===== src/serial_bus_pkg.sv =====
`default_nettype none

package serial_bus_pkg;

    localparam logic [2:0] START_CODE = 3'b111;  // opens every frame

    typedef enum logic {
        DIR_READ  = 1'b0,
        DIR_WRITE = 1'b1
    } xfer_dir_e;

    typedef enum logic [2:0] {
        M_IDLE, M_FRAME, M_WAIT, M_WDATA, M_RDATA, M_DONE
    } master_state_e;

    typedef enum logic [2:0] {
        S_IDLE, S_FRAME, S_DECODE, S_FETCH, S_READ, S_WRITE, S_STORE
    } slave_state_e;

    // start code, id, dir, burst, address
    function automatic int frame_bits(input int id_w, input int addr_w);
        return 3 + id_w + 2 + addr_w;
    endfunction

endpackage

`default_nettype wire


===== src/serial_link_if.sv =====
`timescale 1ns/10ps
`default_nettype none

interface serial_link_if;
    logic control;  // frame bits, low between frames
    logic wd;
    logic valid;
    logic last;     // final word of the transfer
    logic rd;
    logic ready;

    modport master (
        output control, wd, valid, last,
        input  rd, ready
    );

    modport slave (
        input  control, wd, valid, last,
        output rd, ready
    );
endinterface

`default_nettype wire


===== src/serial_master.sv =====
`timescale 1ns/10ps
`default_nettype none

module serial_master #(
    parameter int SLAVES     = 3,
    parameter int ADDR_DEPTH = 256,
    parameter int DATA_WIDTH = 32
) (
    input  logic                          clk,
    input  logic                          resetn,
    input  logic                          cmd_start,
    input  logic                          cmd_write,
    input  logic [$clog2(SLAVES)-1:0]     cmd_slave,
    input  logic [$clog2(ADDR_DEPTH)-1:0] cmd_addr,
    input  logic [4:0]                    cmd_len,
    input  logic [DATA_WIDTH-1:0]         wr_data,
    output logic                          wr_req,
    output logic [DATA_WIDTH-1:0]         rd_data,
    output logic                          rd_valid,
    output logic                          busy,
    output logic                          done,
    serial_link_if.master                 link
);
    import serial_bus_pkg::*;

    localparam int ID_W    = $clog2(SLAVES);
    localparam int ADDR_W  = $clog2(ADDR_DEPTH);
    localparam int FRAME_W = frame_bits(ID_W, ADDR_W);
    localparam int FCNT_W  = $clog2(FRAME_W);
    localparam int BCNT_W  = $clog2(DATA_WIDTH);

    master_state_e         state;
    xfer_dir_e             dir;
    logic [FRAME_W-1:0]    frame_sr;
    logic [FCNT_W-1:0]     fcnt;
    logic [DATA_WIDTH-1:0] dsr;       // write or read word shifter
    logic [BCNT_W-1:0]     bcnt;
    logic [4:0]            wcnt;      // words done so far
    logic [4:0]            len;
    logic                  wsh;       // write word loaded, shifting
    logic                  bit_end;
    logic                  last_word;

    assign bit_end   = (bcnt == BCNT_W'(DATA_WIDTH - 1));
    assign last_word = (wcnt == len - 5'd1);

    always_ff @(posedge clk or negedge resetn) begin
        if (!resetn) begin
            state    <= M_IDLE;
            dir      <= DIR_READ;
            fcnt     <= '0;
            bcnt     <= '0;
            wcnt     <= '0;
            len      <= '0;
            wsh      <= 1'b0;
            busy     <= 1'b0;
            done     <= 1'b0;
            wr_req   <= 1'b0;
            rd_valid <= 1'b0;
        end else begin
            done     <= 1'b0;
            wr_req   <= 1'b0;
            rd_valid <= 1'b0;
            case (state)
                M_IDLE: begin
                    if (cmd_start) begin
                        dir   <= xfer_dir_e'(cmd_write);
                        len   <= cmd_len;
                        fcnt  <= '0;
                        bcnt  <= '0;
                        wcnt  <= '0;
                        busy  <= 1'b1;
                        state <= M_FRAME;
                    end
                end
                M_FRAME: begin
                    fcnt <= fcnt + FCNT_W'(1);
                    if (fcnt == FCNT_W'(FRAME_W - 1))
                        state <= (dir == DIR_WRITE) ? M_WAIT : M_RDATA;
                end
                M_WAIT: begin
                    if (link.ready) begin  // slave has decoded the frame
                        wr_req <= 1'b1;
                        wsh    <= 1'b0;
                        state  <= M_WDATA;
                    end
                end
                M_WDATA: begin
                    if (wsh) begin
                        bcnt <= bcnt + BCNT_W'(1);
                        if (bit_end) begin
                            bcnt <= '0;
                            wcnt <= wcnt + 5'd1;
                            if (last_word) begin
                                state <= M_DONE;
                            end else begin
                                wr_req <= 1'b1;  // fetch the next word
                                wsh    <= 1'b0;
                            end
                        end
                    end else if (!wr_req) begin
                        wsh <= 1'b1;  // wr_data sampled on this edge
                    end
                end
                M_RDATA: begin
                    if (link.ready) begin
                        bcnt <= bcnt + BCNT_W'(1);
                        if (bit_end) begin
                            bcnt     <= '0;
                            rd_valid <= 1'b1;
                            wcnt     <= wcnt + 5'd1;
                            if (last_word)
                                state <= M_DONE;
                        end
                    end
                end
                M_DONE: begin
                    busy  <= 1'b0;
                    done  <= 1'b1;
                    state <= M_IDLE;
                end
                default: state <= M_IDLE;
            endcase
        end
    end

    always_ff @(posedge clk) begin
        if (state == M_IDLE && cmd_start)
            frame_sr <= {START_CODE, cmd_slave, cmd_write, (cmd_len > 5'd1), cmd_addr};
        else if (state == M_FRAME)
            frame_sr <= frame_sr << 1;

        if (state == M_WDATA && !wsh && !wr_req)
            dsr <= wr_data;
        else if (state == M_WDATA && wsh)
            dsr <= dsr << 1;
        else if (state == M_RDATA && link.ready)
            dsr <= {dsr[DATA_WIDTH-2:0], link.rd};

        if (state == M_RDATA && link.ready && bit_end)
            rd_data <= {dsr[DATA_WIDTH-2:0], link.rd};  // msb first
    end

    assign link.control = (state == M_FRAME) & frame_sr[FRAME_W-1];
    assign link.valid   = (state == M_WDATA) & wsh;
    assign link.wd      = link.valid & dsr[DATA_WIDTH-1];
    assign link.last    = (link.valid || state == M_RDATA) && last_word;

    a_no_start_busy: assert property (@(posedge clk) disable iff (!resetn)
        cmd_start |-> !busy)
        else $error("cmd_start while busy");

endmodule

`default_nettype wire


===== src/flat_wrapper.sv =====
// flat-port wrapper written by rule: the top's interface ports become plain ports
module serial_master_flat import serial_bus_pkg::*;
#(
    parameter int SLAVES     = 3,
    parameter int ADDR_DEPTH = 256,
    parameter int DATA_WIDTH = 32
)
  (clk, resetn, cmd_start, cmd_write, cmd_slave, cmd_addr, cmd_len, wr_data, wr_req, rd_data, rd_valid, busy, done, link_control, link_wd, link_valid, link_last, link_rd, link_ready);
  serial_link_if link_i ();
  input  logic clk;
  input  logic resetn;
  input  logic cmd_start;
  input  logic cmd_write;
  input  logic [$clog2(SLAVES)-1:0] cmd_slave;
  input  logic [$clog2(ADDR_DEPTH)-1:0] cmd_addr;
  input  logic [4:0] cmd_len;
  input  logic [DATA_WIDTH-1:0] wr_data;
  output logic wr_req;
  output logic [DATA_WIDTH-1:0] rd_data;
  output logic rd_valid;
  output logic busy;
  output logic done;
  output wire logic [$bits(link_i.control)-1:0] link_control;
  output wire logic [$bits(link_i.wd)-1:0] link_wd;
  output wire logic [$bits(link_i.valid)-1:0] link_valid;
  output wire logic [$bits(link_i.last)-1:0] link_last;
  input wire logic [$bits(link_i.rd)-1:0] link_rd;
  input wire logic [$bits(link_i.ready)-1:0] link_ready;
  assign link_control = link_i.control;
  assign link_wd = link_i.wd;
  assign link_valid = link_i.valid;
  assign link_last = link_i.last;
  assign link_i.rd = link_rd;
  assign link_i.ready = link_ready;
  serial_master #(.SLAVES(SLAVES), .ADDR_DEPTH(ADDR_DEPTH), .DATA_WIDTH(DATA_WIDTH)) u_core (.clk(clk), .resetn(resetn), .cmd_start(cmd_start), .cmd_write(cmd_write), .cmd_slave(cmd_slave), .cmd_addr(cmd_addr), .cmd_len(cmd_len), .wr_data(wr_data), .wr_req(wr_req), .rd_data(rd_data), .rd_valid(rd_valid), .busy(busy), .done(done), .link(link_i));
endmodule

===== config.mk =====
export PLATFORM = sky130hd
export DESIGN_NAME = serial_master_flat
export DESIGN_NICKNAME = d
export VERILOG_FILES = /design/src/serial_bus_pkg.sv /design/src/serial_link_if.sv /design/src/serial_master.sv /design/src/flat_wrapper.sv
export SDC_FILE = /design/constraint.sdc
export NUM_CORES = 1
export LEC_CHECK = 0
export ABC_AREA = 1
export BUFFER_PORTS_ARGS = -buffer_cell sky130_fd_sc_hd__buf_2
export CAP_MARGIN = 20
export CELL_PAD_IN_SITES_DETAIL_PLACEMENT = 1
export CELL_PAD_IN_SITES_GLOBAL_PLACEMENT = 1
export CORE_AREA = 2 2 106 119
export DETAILED_ROUTE_END_ITERATION = 8
export DIE_AREA = 0 0 108 121
export PLACE_DENSITY = 0.84
export SLEW_MARGIN = 30
export SYNTH_ARGS = -nofsm -noshare
export SYNTH_HDL_FRONTEND = slang
export SYNTH_SLANG_ARGS = --single-unit
export TNS_END_PERCENT = 50

===== constraint.sdc =====
create_clock -name clk -period 8.11 [get_ports clk]
set_clock_uncertainty 0.1 [all_clocks]
set_input_delay 0.4055 -clock clk [delete_from_list [all_inputs] [get_ports clk]]
set_output_delay 0.4055 -clock clk [all_outputs]
set_load 0.03 [all_outputs]

======== After elaboration in Yosys (flattened, before gate mapping) ========
Index checks and enable logic that the tools add are counted.
storage, ports and cells
  flip-flop bits (word level) ............. 107
  latch bits .............................. 0
  bits in writable memories ............... 0
  memory bits (read-only) ................. 0
  bits of input ports ..................... 53
  output and inout port bits .............. 40
  logic and storage cells ................. 101
  memories kept ........................... 0
cells by class
  $add $sub $neg .......................... 4
  multipliers ............................. 0
  divide/modulo/power cells ............... 0
  $lt $le $gt $ge ......................... 1
  equal/unequal tests ..................... 13
  shift operators ......................... 0
  muxes and demuxes ....................... 42
  bitwise logic cells ..................... 3
  reductions and logical operators ........ 23
operators with widths
  operator                                                       number
  2-to-1 mux 32 bit                                              3
  2-to-1 mux 5 bit                                               7
  one-hot mux 5 bit (3 select lines)                             2
  2-to-1 mux 12 bit                                              2
  2-to-1 mux 3 bit                                               8
  one-hot mux 3 bit (5 select lines)                             1
  2-to-1 mux 1 bit                                               14
  adder 5 x 1 -> 5 bit, second input constant                    2
  one-hot mux 4 bit (2 select lines)                             1
  AND reduction 2 bit                                            4
  nonzero test 2 bit                                             4
  logical AND 1 bit                                              7
  equality test 3 x 2 -> 1 bit, second input constant            2
  equality test 3 bit, second input constant                     2
  != test 2 bit, second input constant                           3
  one-hot mux 1 bit (2 select lines)                             3
  nonzero test 3 bit                                             2
  equality test 5 bit                                            1
  equality test 5 bit, second input constant                     1
  greater-than comparator 5 x 1 -> 1 bit, second input constant  1
  AND reduction 5 bit                                            1
  subtractor 5 x 1 -> 5 bit, second input constant               1
  adder 4 x 1 -> 4 bit, second input constant                    1
  equality test 4 bit, second input constant                     1
  other kinds (8)                                                12

======== Longest topological paths before layout ========
Gate-level depths: netlist of run 1.
  word-level depth ........................ 6
  mapped depth ............................ 12
  gate-level depth less buffers ........... 12

======== Worst setup path after synthesis of run 1 ========
Ideal clock, no wire load.
  path type ............................... register to register
  start point ............................. register u_core.state[1]
  end point ............................... register u_core.dsr[0] (enable)
  setup time .............................. 0.466 ns
  data arrival time ....................... 3.051 ns
  required time ........................... 7.544 ns
  slack ................................... 4.494 ns
  stages on the path, launching flop included .. 5
  cells stage by stage .................... dfrtp_1 -> buf_6 -> nor2_4 -> nand2_2 -> o21ai_0
on the way
  longest elaborated chain between the ends .. 4
  elaborated cells between the ends (all ways) .. 7
  those cells by class .................... 2 x eq/ne; 5 x reduce/logical
ends and longest elaborated chain
  what                                   RTL line                                    source
  start, declared                        serial_master.sv:32                         master_state_e state;
  start signal, assigned                 serial_master.sv:79                         state <= (dir == DIR_WRITE) ? M_WAIT : M_RDATA;
  equality test 3 x 2 -> 1 bit           serial_master.sv:133, serial_master.sv:135
  logical AND 1 bit (2 in a row)         serial_master.sv:133                        if (state == M_WDATA && !wsh && !wr_req)
  nonzero test 3 bit (no source line) *  -
  end signal, assigned                   serial_master.sv:134                        dsr <= wr_data;
  end signal, assigned                   serial_master.sv:136                        dsr <= dsr << 1;
  end signal, assigned                   serial_master.sv:138                        dsr <= {dsr[DATA_WIDTH-2:0], link.rd};
  end, declared                          serial_master.sv:36                         logic [DATA_WIDTH-1:0] dsr;
Every way passes the cells marked *; elsewhere a longest branch is shown, timed or not.
A chain may end at the register's enable or synchronous reset.

======== Worst setup path in the final report of run 1 ========
  start point ............................. register u_core.len[0]
  end point ............................... output port link_last
on the way
  longest elaborated chain between the ends .. 3
ends and longest elaborated chain
  what                       RTL line              source
  start, declared            serial_master.sv:39   logic [4:0] len;
  start signal, assigned     serial_master.sv:68   len <= cmd_len;
  subtractor 5 x 1 -> 5 bit  serial_master.sv:45   assign last_word = (wcnt == len - 5'd1);
  equality test 5 bit        serial_master.sv:45
  logical AND 1 bit          serial_master.sv:147  assign link.last = (link.valid || state == M_RDATA) && last_word;
  end, declared              flat_wrapper.sv:26    output wire logic [$bits(link_i.last)-1:0] link_last;
Every way passes these cells.

==> results of run 1 <==
-- placed cells by master, fill, tap and decap left out, drive strengths merged --
cell type,instances
or2,1
o21ai,24
dfxtp,3
clkinv,2
nor3,3
nor4,1
nand4,1
ha,6
a22o,1
buf,94
nor2,34
clkbuf,11
a21oi,6
o211ai,1
nand2,191
inv,34
nand3,24
clkinvlp,2
xor2,4
dfrtp,28
edfxtp,76
-- kinds of logic (layout without fill, tap and decap cells) --
family / Yosys count / after routing / synth area share (%)
XOR/XNOR: 4 / 4 / 0.754
AO/OA/AOI/OAI: 32 / 32 / 3.77
flip-flops: 107 / 107 / 65.5
adder cells (fa/ha/maj): 6 / 6 / 1.62
AND/OR/NAND/NOR: 255 / 255 / 24.1
buffers and inverters: 43 / 143 / 4.28
-- stage by stage --
step / worst slack (ns) / util [%] / area [um2]
3_3_place_gp: 5.77 / 44.4 / 5250
5_1_grt: 5.37 / 46.9 / 5550
4_1_cts: 5.51 / 46.7 / 5520
3_5_place_dp: 5.66 / 44.4 / 5250
6_report: 5.54 / 46.9 / 5550
2_1_floorplan: 4.49 / - / 4650
-- area by class of cell --
class / count / area, um2
fill: 1365 / 6270
sequential: 107 / 3040
multi-input combinational: 297 / 1430
tap: 154 / 193
inverter: 33 / 124
timing repair buffer: 94 / 495
clock buffer: 11 / 233
clock inverter: 5 / 37.5
-- final timing paths --
path	to	from
max	link_last	u_core.len[0]$_DFFE_PN0P_
max reg2reg	u_core.frame_sr[2]$_DFFE_PP_	u_core.state[1]$_DFFE_PN0P_
max in group asynchronous	u_core.wr_req$_DFF_PN0_	resetn
min reg2reg	u_core.rd_data[6]$_DFFE_PP_	u_core.dsr[5]$_DFFE_PP_
min	u_core.len[2]$_DFFE_PN0P_	resetn
min in group clk	u_core.rd_data[0]$_DFFE_PP_	link_rd
-- state kept, by name, indices dropped and copies added (netlist names) --
| signal | count |
|---|---|
| u_core.dir | 1 |
| u_core.state | 3 |
| u_core.dsr | 32 |
| u_core.rd_valid | 1 |
| u_core.len | 5 |
| u_core.wcnt | 5 |
| u_core.wsh | 1 |
| u_core.wr_req | 1 |
| u_core.busy | 1 |
| u_core.bcnt | 5 |
| u_core.rd_data | 32 |
| u_core.fcnt | 4 |
| u_core.done | 1 |
| u_core.frame_sr | 15 |
-- power breakdown --
part / internal, uW / total (uW) / leakage (uW) / switching (uW)
Combinational: 180 / 588 / 0.00128 / 408
Sequential: 765 / 836 / 0.00109 / 70.8
Clock: 210 / 407 / 0.000126 / 197
-- layer usage --
metal  track usage, %  wire (um)
met1             19.8       4480
met4             4.33         96
met5                0          0
met2             29.7       5200
met3             2.79        403
==> flow_metrics.env, run 1 <==
export IMPL_worstMarginPinSlew_ns=0.899
export IMPL_fin_total_pwr_uw=1830
export IMPL_first_pass_iters=4
export IMPL_synth_flop_cell="edfxtp_1"
export IMPL_tritoncts="yes"
export IMPL_die_h_um=121
export IMPL_syn_cell_area_um2=4650
export IMPL_hp_class="input port to async pin"
export IMPL_cpLargestDelayFamily="simple AND/OR/NAND/NOR gates"
export IMPL_clock_sinks=107
export IMPL_drt_iter0_drc=157
export IMPL_insertion_delay_ns=0.34
export IMPL_avgSynthCellArea_um2=10.4
export IMPL_worstPathRequired_ns=7.60
export IMPL_cp_num_buf_inv=3
export IMPL_synth_seq_cells=107
export IMPL_fin_crit_ns=2.57
export IMPL_p_per_area_nw_per_um2=330
export IMPL_synth_nets=506
export IMPL_end_kind="output pin"
export IMPL_synth_top_cells_by_count="nand2_1, edfxtp_1, inv_1"
export IMPL_ys_types=28
export IMPL_rows=42
export IMPL_synth_edff_count=76
export IMPL_hold_slack_ns=-0.0195
export IMPL_post_drt_wl_per_cell_um=14.5
export IMPL_cts_buffer_depth=2
export IMPL_num_antenna_cells=0
export IMPL_vias=3316
export IMPL_drive_gt1_share_pct=24.3
export IMPL_port_buffers=92
export IMPL_violations="hold timing"
export IMPL_synth_top_area_share_pct=49.1
export IMPL_power_leakage_uw=0.00250
export IMPL_max_freq_mhz=389
export IMPL_cp_depth=10
export IMPL_area_delta_synth_final_pct=19.4
export IMPL_die_area_um2=13100
export IMPL_start_util_pct=39.3
export IMPL_grt_antenna_before_repair=0
export IMPL_max_stage_delay_ns=0.37
export IMPL_ff2ff_setup_slack_ns=5.67
export IMPL_path_clk_slew_ns=0.07
export IMPL_worst_setup_path_start_kind="register"
export IMPL_drc=0
export IMPL_status="complete, but fails checks"
export IMPL_grt_pass1_vias=3487
export IMPL_grt_overflow_total=0
export IMPL_cts_root_buf="clkbuf_16"
export IMPL_rsz0062_at_grt="no"
export IMPL_path_cells="inv_1 -> ha_1 -> inv_1 -> nand2_1 -> nand2_1 -> nand2_1 -> nor2_1 -> nand3_1 -> a21oi_1 -> buf_2"
export IMPL_crit_path_top_delay_cell="dfrtp_1"
export IMPL_dp_hpwl_um=7400
export IMPL_viasPerCell=4.73
export IMPL_max_slew_margin_rel_pct=39.9
export IMPL_cts_max_level=3
export IMPL_crit_path_frequent_cell="nand2_1"
export IMPL_critPathArrivalTime_ns=2.07
export IMPL_async_reset_ff_share_pct=26.2
export IMPL_grt_util_all_layers_pct=16.3
export IMPL_cts_setup_buffers=0
export IMPL_final_nets=601
export IMPL_ctsResizeCount=0
export IMPL_setup_violations=0
export IMPL_dieWidth_um=108
export IMPL_irDropWorstVdd_uv=122
export IMPL_grt_pass1_wl_um=16600
export IMPL_final_setup_tns_ns=0
export IMPL_slew_violations=0
export IMPL_drtAntennaViolNets=0
export IMPL_maxCapViolations=0
export IMPL_crit_type="register to output pin"
export IMPL_yosysWarningCount=0
export IMPL_postCtsHoldBufs=0
export IMPL_synth_cells=447
export IMPL_ys_seq_area_share_pct=65.5
export IMPL_period_share_pct=31.7
export IMPL_ios=93
export IMPL_core_area_um2=11800
export IMPL_synth_area_leaders="edfxtp_1, dfrtp_1, nand2_1"
export IMPL_routabilityCongestion=0.831
export IMPL_synth_largest_area_cell="edfxtp_1"
export IMPL_hold_viol=28
export IMPL_place_inst=684
export IMPL_reg2reg_depth=6
export IMPL_grt_max_degree=35
export IMPL_cts_buffers=9
export IMPL_routed_wl_um=10200
export IMPL_yosysMostFrequentCell="nand2_1"
export IMPL_cp_max_fo=4
export IMPL_finalNonFillerCells=701
Note: power is estimated with default switching activity, not from simulation.
==> inputs of run 2 (changes only) <==
--- a/config.mk
+++ b/config.mk
@@ -10,9 +10,9 @@
 export CAP_MARGIN = 20
 export CELL_PAD_IN_SITES_DETAIL_PLACEMENT = 1
 export CELL_PAD_IN_SITES_GLOBAL_PLACEMENT = 1
-export CORE_AREA = 2 2 106 119
+export CORE_AREA = 2 2 109 121
 export DETAILED_ROUTE_END_ITERATION = 8
-export DIE_AREA = 0 0 108 121
+export DIE_AREA = 0 0 111 123
 export PLACE_DENSITY = 0.84
 export SLEW_MARGIN = 30
 export SYNTH_ARGS = -nofsm -noshare
==> constraint.sdc (replaced) <==
create_clock -name clk -period 2.1 [get_ports clk]
set_clock_uncertainty 0.1 [all_clocks]
set_input_delay 0.105 -clock clk [delete_from_list [all_inputs] [get_ports clk]]
set_output_delay 0.105 -clock clk [all_outputs]
set_load 0.03 [all_outputs]
==> flow_metrics.env, run 2 (synthesized netlist as in run 1, its figures left out) <==
export IMPL_first_pass_iters=4
export IMPL_drc=0
export IMPL_final_nets=669
export IMPL_drtAntennaViolNets=0
export IMPL_final_setup_tns_ns=0
export IMPL_maxCapViolations=0
export IMPL_period_share_pct=95.5
export IMPL_slew_violations=0
export IMPL_die_h_um=123
export IMPL_worst_setup_path_start_kind="register"
export IMPL_min_from="link_ready"
export IMPL_setup_violations=0
export IMPL_rr_endpoint="u_core.frame_sr[2]$_DFFE_PP_"
export IMPL_grt_util_all_layers_pct=18.0
export IMPL_dp_hpwl_um=8120
export IMPL_die_area_um2=13700
export IMPL_timing_rr_start="u_core.state[2]$_DFFE_PN0P_"
export IMPL_core_area_um2=12400
export IMPL_vias=3685
export IMPL_start_util_pct=37.4
export IMPL_max_freq_mhz=498
export IMPL_ff2ff_setup_slack_ns=0.11
export IMPL_worstPathRequired_ns=1.89
export IMPL_critPathArrivalTime_ns=1.80
export IMPL_post_drt_wl_per_cell_um=15.9
export IMPL_clock_sinks=107
export IMPL_layout_common_cells="nand2_1, buf_2, edfxtp_1"
export IMPL_drive_gt1_share_pct=26.3
export IMPL_viasPerCell=4.77
export IMPL_min_delay_path_depth=3
export IMPL_final_common_cell="nand2_1"
export IMPL_cts_root_buf="clkbuf_16"
export IMPL_fillers=1382
export IMPL_insertion_delay_ns=0.35
export IMPL_grt_pass1_vias=4020
export IMPL_grt_most_used_layer="met2"
export IMPL_cts_buffers=9
export IMPL_grt_max_degree=33
export IMPL_routed_wl_um=12300
export IMPL_cp_max_fo=3
export IMPL_dieWidth_um=111
export IMPL_num_antenna_cells=0
export IMPL_tritoncts="yes"
export IMPL_ios=93
export IMPL_grt_util_met3_pct=3.58
export IMPL_drt_iter0_drc=176
export IMPL_max_slew_margin_rel_pct=55.0
export IMPL_use_met1_pct=20.8
export IMPL_utilization_pct=50.6
export IMPL_cts_buffer_depth=2
export IMPL_hold_viol=0
export IMPL_rows=43
export IMPL_cts_max_level=3
export IMPL_grt_overflow_total=0
export IMPL_area_delta_synth_final_pct=35.4
export IMPL_port_buffers=92
export IMPL_power_leakage_uw=0.00283
export IMPL_worstMarginPinSlew_ns=0.675
export IMPL_grt_pass1_wl_um=19500
export IMPL_irDropWorstVdd_uv=528
export IMPL_status="complete, no violations"
export IMPL_fin_crit_ns=2.01
export IMPL_gr_usage_met2_pct=34.4
export IMPL_reg2reg_depth=8
export IMPL_holdPathEnd="u_core.rd_valid$_DFF_PN0_"
export IMPL_end_kind="output pin"
export IMPL_crit_type="register to output pin"
export IMPL_path_clk_slew_ns=0.08
export IMPL_hp_class="input port to register"
export IMPL_p_per_area_nw_per_um2=1220
export IMPL_reg_top3="u_core.dsr: 32 flops, u_core.rd_data: 32 flops, u_core.frame_sr: 15 flops"
export IMPL_routabilityCongestion=0.836
export IMPL_grt_antenna_before_repair=0
[run 2: report_power, final]
group	internal (uW)	switching [uW]	total (uW)
Combinational	927	1730	2650
Sequential	2950	283	3240
Clock	960	827	1790
[run 2: layout make-up]
class	instances	area (um2)	area share [%]
Clock inverter	7	90.1	1.43
Inverter	33	124	1.97
Tap cell	157	196	3.12
Multi-Input combinational cell	297	1450	23.1
Clock buffer	9	225	3.58
Sequential cell	107	3040	48.4
Timing Repair Buffer	162	1160	18.4
[run 2: critical path: stages, from the launching register on]
cell	delay, ns
dfrtp_1	0.40
inv_2	0.10
ha_4	0.21
inv_1	0.05
nand2_1	0.04
nand2_1	0.06
nand2_1	0.07
nor2_2	0.09
nand3_2	0.12
a21oi_2	0.16
buf_6	0.15
[run 2: timing repair]
action,in CTS,in global routing
gates cloned,0,1
pin swaps,1,3
hold endpoints to repair,78,0
resized for setup,6,4
buffers inserted,2,6
hold buffers,50,0
endpoints found under the setup margin,1,37
[run 2: routing by layer]
| metal | vias up | routed length, um |
|---|---|---|
| li1 | 1790 | - |
| met1 | 1803 | 5060 |
| met2 | 84 | 6750 |
| met3 | 8 | 408 |
| met4 | 0 | 74 |
| met5 | - | 0 |
[run 2: worst max-delay path by stage]
stage	startpoint	to	cells past startpoint
3_3_place_gp	u_core.len[0]$_DFFE_PN0P_	u_core.state[2]$_DFFE_PN0P_	12
3_5_place_dp	u_core.bcnt[1]$_DFFE_PN0P_	u_core.rd_data[23]$_DFFE_PP_	7
4_1_cts	u_core.len[0]$_DFFE_PN0P_	link_last	10
6_report	u_core.len[0]$_DFFE_PN0P_	link_last	10
2_1_floorplan	u_core.bcnt[1]$_DFFE_PN0P_	u_core.rd_data[0]$_DFFE_PP_	6
5_1_grt	u_core.state[2]$_DFFE_PN0P_	u_core.frame_sr[8]$_DFFE_PP_	9
[run 2: through the flow]
step | cells | instance area [um2] | setup WS [ns] | power [uW] | hold WS, ns
2_1_floorplan | 447 | 4670 | 0.0697 | 4990 | -0.291
3_3_place_gp | 697 | 5360 | 0.180 | 5480 | 0.0630
6_report | 772 | 6290 | 0.0936 | 7680 | 0.0517
4_1_cts | 765 | 6200 | 0.00511 | 7680 | 0.0489
3_5_place_dp | 697 | 5360 | 0.0986 | 5730 | 0.0899
5_1_grt | 772 | 6290 | -0.0233 | 8190 | 0.0565
==> inputs of run 3 (changes only) <==
--- a/config.mk
+++ b/config.mk
@@ -10,9 +10,9 @@
 export CAP_MARGIN = 20
 export CELL_PAD_IN_SITES_DETAIL_PLACEMENT = 1
 export CELL_PAD_IN_SITES_GLOBAL_PLACEMENT = 1
-export CORE_AREA = 2 2 109 121
+export CORE_AREA = 2 2 106 119
 export DETAILED_ROUTE_END_ITERATION = 8
-export DIE_AREA = 0 0 111 123
+export DIE_AREA = 0 0 108 121
 export PLACE_DENSITY = 0.84
 export SLEW_MARGIN = 30
 export SYNTH_ARGS = -nofsm -noshare
==> constraint.sdc (replaced) <==
create_clock -name clk -period 2.2 [get_ports clk]
set_clock_uncertainty 0.1 [all_clocks]
set_input_delay 0.11 -clock clk [delete_from_list [all_inputs] [get_ports clk]]
set_output_delay 0.11 -clock clk [all_outputs]
set_load 0.03 [all_outputs]
==> flow_metrics.env, run 3 (synthesized netlist as in run 1, its figures left out) <==
export IMPL_grt_pass1_vias=3957
export IMPL_core_area_um2=11800
export IMPL_hold_slack_ns=0.0790
export IMPL_path_clk_slew_ns=0.07
export IMPL_worst_setup_path_start_kind="register"
export IMPL_hold_viol=0
export IMPL_fin_total_pwr_uw=7120
export IMPL_timing_rr_start="u_core.state[0]$_DFFE_PN0P_"
export IMPL_grt_overflow_total=0
export IMPL_power_leakage_uw=0.00276
export IMPL_area_delta_synth_final_pct=32.8
export IMPL_grt_max_degree=33
export IMPL_final_setup_tns_ns=0
export IMPL_cts_max_level=3
export IMPL_ff2ff_setup_slack_ns=0.17
export IMPL_layout_common_cells="nand2_1, buf_2, edfxtp_1"
export IMPL_cpLargestDelayFamily="flip-flops"
export IMPL_p_per_area_nw_per_um2=1150
export IMPL_crit_path_top_delay_cell="dfrtp_1"
export IMPL_holdPathEnd="u_core.rd_valid$_DFF_PN0_"
export IMPL_insertion_delay_ns=0.34
export IMPL_drtAntennaViolNets=0
export IMPL_drt_iter0_drc=119
export IMPL_first_pass_iters=4
export IMPL_final_common_cell="nand2_1"
export IMPL_p_seq_share_pct=43.3
export IMPL_maxCapViolations=0
export IMPL_die_area_um2=13100
export IMPL_port_buffers=92
export IMPL_status="complete, no violations"
export IMPL_p_int_uw=4470
export IMPL_rows=42
export IMPL_cts_buffers=9
export IMPL_num_antenna_cells=0
export IMPL_min_delay_path_depth=3
export IMPL_grt_util_all_layers_pct=19.4
export IMPL_post_drt_wl_per_cell_um=16.2
export IMPL_cts_buffer_depth=2
export IMPL_tritoncts="yes"
export IMPL_min_from="link_ready"
export IMPL_critPathArrivalTime_ns=1.88
export IMPL_worstPathRequired_ns=1.99
export IMPL_crit_path_frequent_cell="nand2_1"
export IMPL_utilization_pct=52.2
export IMPL_slew_violations=0
export IMPL_reg2reg_depth=10
export IMPL_drc=0
export IMPL_setup_violations=0
export IMPL_grt_antenna_before_repair=0
export IMPL_max_freq_mhz=479
export IMPL_dp_hpwl_um=7780
export IMPL_fin_crit_ns=2.09
export IMPL_path_cells="inv_2 -> ha_2 -> inv_1 -> nand2_1 -> nand2_1 -> nand2_1 -> nor2_2 -> nand3_2 -> a21oi_2 -> buf_6"
export IMPL_viasPerCell=4.76
export IMPL_period_share_pct=94.8
export IMPL_crit_type="register to output pin"
export IMPL_routabilityCongestion=0.840
export IMPL_cp_num_buf_inv=3
export IMPL_p_sw_uw=2640
export IMPL_grt_pass1_wl_um=19500
export IMPL_die_h_um=121
export IMPL_hp_class="input port to register"
export IMPL_max_slew_margin_rel_pct=54.9
export IMPL_end_kind="output pin"
export IMPL_worstMarginPinSlew_ns=0.676
export IMPL_reg_top3="u_core.dsr: 32 flops, u_core.rd_data: 32 flops, u_core.frame_sr: 15 flops"
export IMPL_dieWidth_um=108
export IMPL_drive_gt1_share_pct=24.8
export IMPL_pwr_share_comb_pct=35.4
export IMPL_final_nets=660
export IMPL_clock_sinks=107
export IMPL_routed_wl_um=12300
export IMPL_rr_endpoint="u_core.len[3]$_DFFE_PN0P_"
export IMPL_cts_root_buf="clkbuf_16"
export IMPL_ios=93
export IMPL_cp_max_fo=4
export IMPL_irDropWorstVdd_uv=648
export IMPL_start_util_pct=39.3
export IMPL_clockPowerShare_pct=21.4
export IMPL_swShare_pct=37.2
export IMPL_vias=3611
export IMPL_max_stage_delay_ns=0.41
-- run 3: worst register-to-register path: stages, from the launching register on --
cell	delay, ns
dfrtp_1	0.50
nor2_4	0.06
nand2_2	0.10
buf_4	0.19
nor2_4	0.06
nor2_4	0.15
nand2_4	0.11
nor2_4	0.27
buf_4	0.24
nand2_1	0.08
o21ai_1	0.09
-- run 3: timing repair --
action	CTS	global route
endpoints found under the hold margin	78	0
pin swaps	0	3
setup endpoints to repair	1	1
hold buffers	50	0
setup buffers	0	2
gates resized for setup	3	5
-- run 3: per-layer routing --
layer	GRT usage (%)	share of wire (%)	wire (um)	vias up
met5	0	0	0	-
met4	4.73	1.1	137	0
met3	3.28	3.4	413	12
met2	37.0	56	6880	81
met1	22.3	39	4840	1752
li1	-	-	-	1766
-- run 3: per-stage QoR --
step | instance area [um2] | setup slack, ns | instances
floorplan | 4660 | 0.0369 | 447
global placement | 5330 | 0.280 | 691
detailed placement | 5330 | 0.157 | 691
CTS | 6120 | 0.00505 | 756
global route | 6170 | -0.0112 | 759
finish | 6170 | 0.114 | 759
-- run 3: area by class of cell --
class	instances	area, um2
clock inverters	6	50.0
inverters	33	124
flip-flops and latches	107	3040
multi-input cells	297	1440
clock buffers	9	225
fillers	1300	5650
repair buffers	153	1090
well taps	154	193
-- run 3: power groups by stage --
stage | logic, uW | registers [uW] | clock network, uW
final | 2520 | 3080 | 1520
after global routing | 2850 | 3130 | 1650
after CTS | 2450 | 3080 | 1560
after detailed placement | 2340 | 3120 | 0
after global placement | 2170 | 3090 | 0
after floorplan | 1700 | 3060 | 0
-- run 3: worst max-delay path by stage --
stage,to,start,cells past startpoint
floorplan,u_core.dsr[0]$_DFFE_PP_,u_core.state[1]$_DFFE_PN0P_,4
CTS,link_last,u_core.len[0]$_DFFE_PN0P_,10
global placement,u_core.frame_sr[8]$_DFFE_PP_,u_core.state[0]$_DFFE_PN0P_,9
finish,link_last,u_core.len[0]$_DFFE_PN0P_,10
global route,link_last,u_core.len[0]$_DFFE_PN0P_,10
detailed placement,u_core.dsr[17]$_DFFE_PP_,u_core.state[0]$_DFFE_PN0P_,3
